$ cat src/source/dsc_geom_pkg.sv
`default_nettype none

package dsc_geom_pkg;

	localparam int IMG_W     = 8;
	localparam int IMG_H     = 8;
	localparam int N_PIX     = IMG_W * IMG_H;
	localparam int K_SIZE    = 3;                // kernel edge
	localparam int TAPS      = K_SIZE * K_SIZE;
	localparam int DRAIN_CYC = 3;                // final tap to last output strobe

	typedef logic [5:0] pix_addr_t;
	typedef logic [2:0] coord_t;

	// kernel positions in raster order, row offset = tap / 3 - 1
	typedef enum logic [3:0] {
		TAP_NW = 4'd0,
		TAP_N  = 4'd1,
		TAP_NE = 4'd2,
		TAP_W  = 4'd3,
		TAP_C  = 4'd4,
		TAP_E  = 4'd5,
		TAP_SW = 4'd6,
		TAP_S  = 4'd7,
		TAP_SE = 4'd8
	} tap_t;

	typedef enum logic {SCAN_IDLE, SCAN_RUN} scan_state_t;

endpackage

`default_nettype wire

$ cat src/source/dsc_arith_pkg.sv
`default_nettype none

package dsc_arith_pkg;

	localparam int PIX_W      = 14;
	localparam int OUT_W      = 24;
	localparam int N_CH_IN    = 2;
	localparam int N_CH_OUT   = 2;
	localparam int FRAC_BITS  = 8;   // 256 is unity gain
	localparam int N_WT       = 22;
	localparam int PW_WT_BASE = 18;  // depthwise block is N_CH_IN * 9 long

	typedef logic signed [PIX_W-1:0] pixel_t;
	typedef logic signed [PIX_W-1:0] weight_t;
	typedef logic signed [OUT_W-1:0] out_pix_t;
	typedef logic signed [31:0]      acc_t;
	typedef logic [4:0]              wt_addr_t;

	typedef pixel_t   [N_CH_IN-1:0]  pix_vec_t;  // channel c in element c
	typedef out_pix_t [N_CH_OUT-1:0] out_vec_t;

	// drop the weight fraction, then clamp into a signed field of w bits
	function automatic acc_t requant(input acc_t a, input int w);
		acc_t s;
		acc_t hi;
		acc_t lo;
		s  = a >>> FRAC_BITS;
		hi = (acc_t'(1) <<< (w - 1)) - acc_t'(1);
		lo = -(acc_t'(1) <<< (w - 1));
		if (s > hi)
			return hi;
		else if (s < lo)
			return lo;
		else
			return s;
	endfunction

endpackage

`default_nettype wire

$ cat src/source/frame_store.sv
`timescale 1ns/100ps
`default_nettype none

module frame_store import dsc_geom_pkg::*, dsc_arith_pkg::*; (
	input  wire            clk,
	input  wire            i_rst,
	input  wire            i_pix_valid,
	input  wire pix_vec_t  i_pix,
	input  wire            i_busy,
	input  wire pix_addr_t i_rd_addr,
	output pix_vec_t       o_rd_pix,
	output logic           o_frame_ready
);

	pix_vec_t  mem [N_PIX];
	pix_addr_t wr_ptr;
	logic      wr_en;

	// frame_ready cycle also blocked, scan has not started yet
	assign wr_en = i_pix_valid && !i_busy && !o_frame_ready;

	always_ff @(posedge clk) begin
		if (wr_en)
			mem[wr_ptr] <= i_pix;
		o_rd_pix <= mem[i_rd_addr];  // one cycle read
	end

	always_ff @(posedge clk) begin
		if (i_rst) begin
			wr_ptr        <= '0;
			o_frame_ready <= 1'b0;
		end else begin
			o_frame_ready <= 1'b0;
			if (wr_en) begin
				if (wr_ptr == pix_addr_t'(N_PIX - 1)) begin
					wr_ptr        <= '0;    // wrap for next frame
					o_frame_ready <= 1'b1;
				end else begin
					wr_ptr <= wr_ptr + 1'b1;
				end
			end
		end
	end

	// busy comes from the scan, so a strobe here means the source ignored it
	a_no_pix_while_busy: assert property (
		@(posedge clk) disable iff (i_rst)
		!(i_pix_valid && i_busy)
	);

endmodule

`default_nettype wire

$ cat config.mk
export PLATFORM = sky130hd
export DESIGN_NAME = frame_store
export DESIGN_NICKNAME = d
export VERILOG_FILES = /design/src/source/dsc_geom_pkg.sv /design/src/source/dsc_arith_pkg.sv /design/src/source/frame_store.sv
export SDC_FILE = /design/constraint.sdc
export NUM_CORES = 1
export LEC_CHECK = 0
export ABC_CLOCK_PERIOD_IN_PS = 3500
export BUFFER_PORTS_ARGS = -buffer_cell sky130_fd_sc_hd__buf_2
export CAP_MARGIN = 20
export CORE_MARGIN = 10
export CORE_UTILIZATION = 40
export DETAILED_ROUTE_END_ITERATION = 8
export PLACE_DENSITY = 0.66
export RECOVER_POWER = 50
export REMOVE_ABC_BUFFERS = 1
export SLEW_MARGIN = 20
export SYNTH_ARGS = -nofsm -noshare
export SYNTH_HDL_FRONTEND = slang
export SYNTH_SLANG_ARGS = --single-unit
export TNS_END_PERCENT = 5
$ cat constraint.sdc
create_clock -name clk -period 3.5 [get_ports clk]
set_input_delay 0.35 -clock clk [delete_from_list [all_inputs] [get_ports clk]]
set_output_delay 0.35 -clock clk [all_outputs]
set_load 0.05 [all_outputs]
==> results of run 1 <==
-- placed cells by master, fill, tap and decap left out, types with 28 or more instances in the layout --
master        n
buf_4       117
mux4_2      357
mux2i_1     207
clkbuf_1    140
nor2_1       28
mux2_2       53
nand3_1      47
a221oi_1     31
buf_12       63
a32oi_1      30
a21oi_1      40
nor2_4       60
edfxtp_1   1792
o21ai_0      32
dfxtp_1      35
nand2_1     101
clkbuf_16   175
clkinv_1     36
a22oi_1      89
-- sequential cells by signal (all words and copies together) (netlist names) --
name and cells:
wr_ptr 6, mem 1792, o_rd_pix 28, o_frame_ready 1
-- layout make-up --
type / instances / area [sq um]
Clock inverter: 81 / 757
Clock buffer: 232 / 4620
Multi-Input combinational cell: 1218 / 14700
Fill cell: 14400 / 93700
Antenna cell: 18 / 45.0
Timing Repair Buffer: 282 / 2580
Sequential cell: 1827 / 54500
Tap cell: 2325 / 2910
Inverter: 2 / 7.51
-- per-layer routing --
layer | global-route usage, % | wire, microns | share of wire, % | vias to the layer above
met5 | 0 | 95 | 0.055 | -
met4 | 6.68 | 5980 | 3.5 | 14
met3 | 3.62 | 13900 | 8.1 | 262
met2 | 27.6 | 82400 | 48 | 1481
met1 | 24.5 | 70300 | 41 | 18200
li1 | - | - | - | 14100
-- worst paths after layout --
check / from / endpoint
worst max-delay path: o_frame_ready / mem[40][24]
worst min-delay path: i_busy / wr_ptr[1]
worst max register to register: o_frame_ready / mem[40][24]
worst min register to register: wr_ptr[4] / wr_ptr[4]
-- power by group through the flow --
stage	clock network (uW)	registers, uW	logic, uW
global placement	0	24600	2330
global route	19100	24200	2450
CTS	18300	24200	2360
finish	18000	24200	2320
floorplan	0	24700	812
detailed placement	0	24600	2360
-- synthesized netlist by cell type, drive strengths merged, types with 9 or more instances --
| cell | number | area share [%] |
|---|---|---|
| and3 | 20 | 0.18 |
| dfxtp | 35 | 1.0 |
| clkbuf | 52 | 0.29 |
| mux4 | 358 | 12 |
| nand3 | 48 | 0.35 |
| a21oi | 40 | 0.29 |
| nand2 | 101 | 0.54 |
| mux2i | 207 | 3.0 |
| o22ai | 17 | 0.15 |
| nor2b | 16 | 0.14 |
| a32oi | 30 | 0.38 |
| a221oi | 31 | 0.39 |
| nand3b | 9 | 0.097 |
| edfxtp | 1792 | 77 |
| mux2 | 53 | 0.85 |
| buf | 133 | 1.3 |
| nand4 | 9 | 0.081 |
| nor2 | 92 | 0.50 |
| a22oi | 89 | 0.96 |
| o21ai | 38 | 0.27 |
-- per-stage QoR --
step           util [%]  TNS [ns]  hold WS (ns)  cells  worst slack (ns)
2_1_floorplan         -     -6.69         0.422   3047            -0.239
3_3_place_gp       43.1         0         0.616   5651             0.261
3_5_place_dp       43.1         0         0.617   5651             0.319
4_1_cts            46.2         0        0.0491   5965             0.883
5_1_grt            46.1         0         0.188   5980             0.438
6_report           46.1         0         0.194   5985             0.481
-- tightest hold or removal path: cells and delay by family --
kind                   cells  cell delay, ns
buffers and inverters      2            0.29
AND/OR/NAND/NOR            2            0.22
multiplexers               1            0.12
-- logic make-up (layout without fill, tap and decap cells) --
family          Yosys count  count (layout)  synth area share [%]
buf+inv                 187             597                  1.63
xor+xnor                  3               3                0.0376
flops                  1827            1827                  78.0
compound gates          272             272                  2.77
other cells               0              18                     0
mux                     618             618                  15.4
fa+ha+maj                 1               1                0.0179
simple gates            324             324                  2.20
==> impl_metrics.py, run 1 <==
metrics = {
    "timing": {
        "slew_headroom_pct": -134,
        "min_period_ns": 3.02,
        "skew_ns": 0.0369,
        "worst_pin_slew_ns": 3.51,
        "max_freq_mhz": 331,
        "min_period_over_period_pct": 86.3,
        "setup_viol_count_final": 0,
        "finalMaxSlewViolations": 1266,
        "rsz0062_at_grt": "no",
        "hold_violations": 0,
    },
    "power_and_ir_drop": {
        "power.leakage_uw": 0.0250,
        "p_sw_share_pct": 21.4,
        "p_clk_share_pct": 40.4,
        "p_total_uw": 44500,
        "power_frac_seq_pct": 54.3,
        "p_switching_uw": 9550,
        "p_per_area_nw_per_um2": 555,
        "comb_power_share_pct": 5.2,
        "p_int_uw": 35000,
        "ir_drop_mv": 0.383,
    },
    "cts": {
        "cts_buffers": 172,
        "post_cts_resized": 0,
        "clock_latency_ns": 0.83,
        "clk_path_buf_depth": 3,
        "clk_pin_slew_ns": 0.06,
        "htree_num_levels": 4,
        "cts.sinks": 1827,
        "holdBufCountCts": 1,
        "post_cts_buffers": 0,
        "cts_root_buffer": "clkbuf_16",
        "tritoncts": "yes",
    },
    "drt": {
        "dr.pass1.iters": 5,
        "drc": 0,
        "wl_per_cell_microns": 28.9,
        "dr.first_iter.drc_count": 4325,
        "ant_nets": 0,
        "vias": 34000,
        "via_per_inst": 5.69,
        "wirelength_mm": 173,
    },
    "layout": {
        "drive_above_1_share_pct": 24.7,
        "area_growth_pct": 14.7,
        "fin_area_sq_um": 80100,
        "final_nets": 3542,
    },
    "global_route": {
        "grt_pass1_vias": 34000,
        "grt_max_degree": 79,
        "track_usage_pct": 17.7,
        "overflow": 0,
        "grt_first_pass_wirelength_mm": 249,
        "grt_antenna_before_repair": 17,
    },
    "setup_path": {
        "rrSetupSlack_ns": 0.48,
        "critical-path-top-delay-family": "simple AND/OR/NAND/NOR gates",
        "start_kind": "flip-flop",
        "crit_required_ns": 3.98,
        "critPathSlowestCell": "nor3b_1",
        "crit_path_cell_trace": "nor3b_1 > buf_4 > nor2b_1 > nand3_1 > nor3_2 > buf_12",
        "cp_max_fo": 28,
        "path_buf_inv": 2,
        "critPathKind": "flip-flop to flip-flop",
        "end_kind": "flip-flop",
        "crit_arrival_ns": 3.50,
        "critical_path_cell_count": 6,
        "slowest_delay_ns": 0.83,
        "rr_worst_depth": 6,
    },
    "placement": {
        "dp_hpwl_mm": 104,
        "io_buffer_count": 66,
        "place_area_sq_um": 74900,
        "place_congestion": 0.836,
    },
    "yosys": {
        "synth-seq-cells": 1827,
        "synthArstFlopShare_pct": 0,
        "ys.warnings.count": 0,
        "avgSynthCellArea_sq_um": 21.6,
        "syn_area_sq_um": 69900,
        "ys_dominant_reg_cell": "edfxtp_1",
        "synth.distinct_cells": 56,
        "yosysSeqAreaShare_pct": 78.0,
        "synth_edf_count": 1792,
        "netlist_instances": 3232,
    },
    "floorplan": {
        "die_w_microns": 438,
        "fp-row-count": 153,
        "die_h_microns": 438,
        "die_area_sq_um": 192000,
        "core_sq_um": 174000,
        "start_util_pct": 40.2,
        "pin_count": 67,
    },
    "outcome": {
        "status": "finished with violations",
        "violations": "capacitance limit, slew limit",
    },
    "run": {
        "maxCapViolCount": 32,
    },
    "hold_path": {
        "hold_path_class": "primary input to flip-flop",
        "hold_depth": 5,
    },
}
Note: power is estimated with default switching activity, not from simulation.
==> inputs of run 2 (changes only) <==
--- a/config.mk
+++ b/config.mk
@@ -5,13 +5,13 @@
 export SDC_FILE = /design/constraint.sdc
 export NUM_CORES = 1
 export LEC_CHECK = 0
-export ABC_CLOCK_PERIOD_IN_PS = 3500
+export ABC_CLOCK_PERIOD_IN_PS = 3800
 export BUFFER_PORTS_ARGS = -buffer_cell sky130_fd_sc_hd__buf_2
 export CAP_MARGIN = 20
 export CORE_MARGIN = 10
 export CORE_UTILIZATION = 40
 export DETAILED_ROUTE_END_ITERATION = 8
-export PLACE_DENSITY = 0.66
+export PLACE_DENSITY = 0.64
 export RECOVER_POWER = 50
 export REMOVE_ABC_BUFFERS = 1
 export SLEW_MARGIN = 20
==> constraint.sdc (replaced) <==
create_clock -name clk -period 3.8 [get_ports clk]
set_input_delay 0.38 -clock clk [delete_from_list [all_inputs] [get_ports clk]]
set_output_delay 0.38 -clock clk [all_outputs]
set_load 0.05 [all_outputs]
==> impl_metrics.py, run 2 (same netlist as run 1, synthesis figures left out) <==
metrics = {
    "placement": {
        "pre_cts_slack_ns": 0.415,
        "io_buffer_count": 66,
        "place_area_sq_um": 74300,
        "dp_hpwl_mm": 106,
        "place_congestion": 0.860,
    },
    "cts": {
        "post_cts_buffers": 0,
        "cts_root_buffer": "clkbuf_16",
        "post_cts_resized": 0,
        "cts_buffers": 179,
        "clk_pin_slew_ns": 0.06,
        "clock_latency_ns": 0.82,
        "htree_num_levels": 4,
        "tritoncts": "yes",
        "clk_path_buf_depth": 3,
        "cts.sinks": 1827,
    },
    "layout": {
        "fin_area_sq_um": 79600,
        "multi_input_area_sq_um": 14700,
        "largest_reg_flops": 1792,
        "drive_above_1_share_pct": 24.7,
        "largest-register": "mem",
        "largest_registers": "mem: 1792 flops, o_rd_pix: 28 flops, wr_ptr: 6 flops",
        "regArea_sq_um": 54500,
        "area_growth_pct": 13.9,
        "mostFrequentLayoutCells": "edfxtp_1, mux4_2, mux2i_1",
        "final_common_cell": "edfxtp_1",
        "final_nets": 3523,
        "n_fill_cell": 14500,
    },
    "floorplan": {
        "pin_count": 67,
        "fp-row-count": 153,
        "core_sq_um": 174000,
        "die_area_sq_um": 192000,
        "start_util_pct": 40.2,
        "die_w_microns": 438,
        "die_h_microns": 438,
    },
    "power_and_ir_drop": {
        "power.leakage_uw": 0.0249,
        "ir_drop_mv": 0.370,
        "p_per_area_nw_per_um2": 516,
    },
    "setup_path": {
        "cp_common_cell": "clkbuf_1",
        "crit_path_cell_trace": "clkbuf_1 > clkbuf_1",
        "critPathSlowestCell": "clkbuf_1",
        "path_buf_inv": 2,
        "critical-path-top-delay-family": "buffers and inverters",
        "cp_max_fo": 40,
        "worstReg2RegStart": "o_frame_ready",
        "slowest_delay_ns": 1.77,
        "end_kind": "flip-flop",
        "critPathKind": "primary input to flip-flop",
        "crit_required_ns": 4.05,
        "crit_path_start": "i_pix[4]",
        "crit_arrival_ns": 3.33,
        "start_kind": "primary input",
    },
    "timing": {
        "worst_pin_slew_ns": 3.18,
        "rsz0062_at_grt": "no",
        "min_period_over_period_pct": 80.9,
        "tns_ns": 0,
        "post-route-worst-setup-slack_ns": 0.725,
        "min_period_ns": 3.08,
        "setup_viol_count_final": 0,
        "hold_violations": 0,
        "finalMaxSlewViolations": 1488,
        "slew_headroom_pct": -112,
        "skew_ns": 0.0255,
        "max_freq_mhz": 325,
    },
    "outcome": {
        "violations": "capacitance limit, slew limit",
        "status": "finished with violations",
    },
    "drt": {
        "wl_per_cell_microns": 29.4,
        "wirelength_mm": 175,
        "dr.first_iter.drc_count": 3973,
        "via_per_inst": 5.69,
        "dr.pass1.iters": 5,
        "drc": 0,
        "ant_nets": 0,
        "vias": 33900,
    },
    "global_route": {
        "overflow": 0,
        "grt_antenna_before_repair": 15,
        "grt_max_degree": 79,
        "track_usage_pct": 18.1,
        "grt_pass1_vias": 33900,
        "grt_first_pass_wirelength_mm": 252,
    },
    "run": {
        "maxCapViolCount": 38,
    },
    "hold_path": {
        "hold_start": "i_rd_addr[0]",
        "hold_path_class": "primary input to flip-flop",
    },
}
## run 2: cell types whose count changed in the layout (fill, tap and decap cells not counted), sizes merged
| cell | before | now |
|---|---|---|
| buf | 193 | 173 |
| diode | 18 | 5 |
| clkinvlp | 2 | 1 |
| clkbuf | 319 | 327 |
| bufinv | 11 | 4 |
| dlygate4sd3 | 2 | 3 |
| clkinv | 62 | 65 |
## run 2: layout make-up
cell class                 instances  area share (%)
sequential                      1827            68.5
multi-input combinational       1218            18.5
clock buffer                     247            6.12
tap                             2325            3.65
timing repair buffer             256            2.49
clock inverter                    76           0.783
antenna                            5          0.0157
inverter                           2         0.00943
## run 2: per-layer routing
| metal | track usage (%) | wire length (microns) | up-vias |
|---|---|---|---|
| met3 | 3.87 | 14600 | 250 |
| li1 | - | - | 14100 |
| met5 | 0 | 69 | - |
| met1 | 24.6 | 70600 | 18200 |
| met2 | 29.0 | 84800 | 1410 |
| met4 | 5.86 | 5400 | 12 |
## run 2: worst paths after layout
| check | end | slack, ns | cells past startpoint |
|---|---|---|---|
| hold / removal | o_rd_pix[6] | 0.30 | 4 |
| setup / recovery | mem[15][4] | 0.72 | 2 |
| setup reg to reg | mem[4][9] | 0.80 | 6 |
| hold reg to reg | wr_ptr[4] | 0.68 | 2 |
## run 2: through the flow
step | hold WS [ns] | cells | total power, uW | utilization, %
2_1_floorplan | 0.452 | 3047 | 23500 | -
3_3_place_gp | 0.648 | 5623 | 24800 | 42.7
3_5_place_dp | 0.655 | 5623 | 24800 | 42.7
4_1_cts | 0.0723 | 5947 | 41400 | 45.9
5_1_grt | 0.278 | 5952 | 42300 | 45.8
6_report | 0.298 | 5956 | 41100 | 45.8
## run 2: tightest hold or removal path, cell delays in order
cell and delay, ns:
buf_8 0.19, o21ai_0 0.21, a32oi_1 0.06, and3_1 0.18
## run 2: what timing repair did
item | CTS | global route
endpoints found under the setup margin | 0 | 0
hold endpoints to repair | 3 | 20
hold buffers | 1 | 2
## run 2: power breakdown
| part | internal (uW) | switching, uW |
|---|---|---|
| Combinational | 681 | 1440 |
| Clock | 9270 | 7400 |
| Sequential | 22200 | 83.7 |
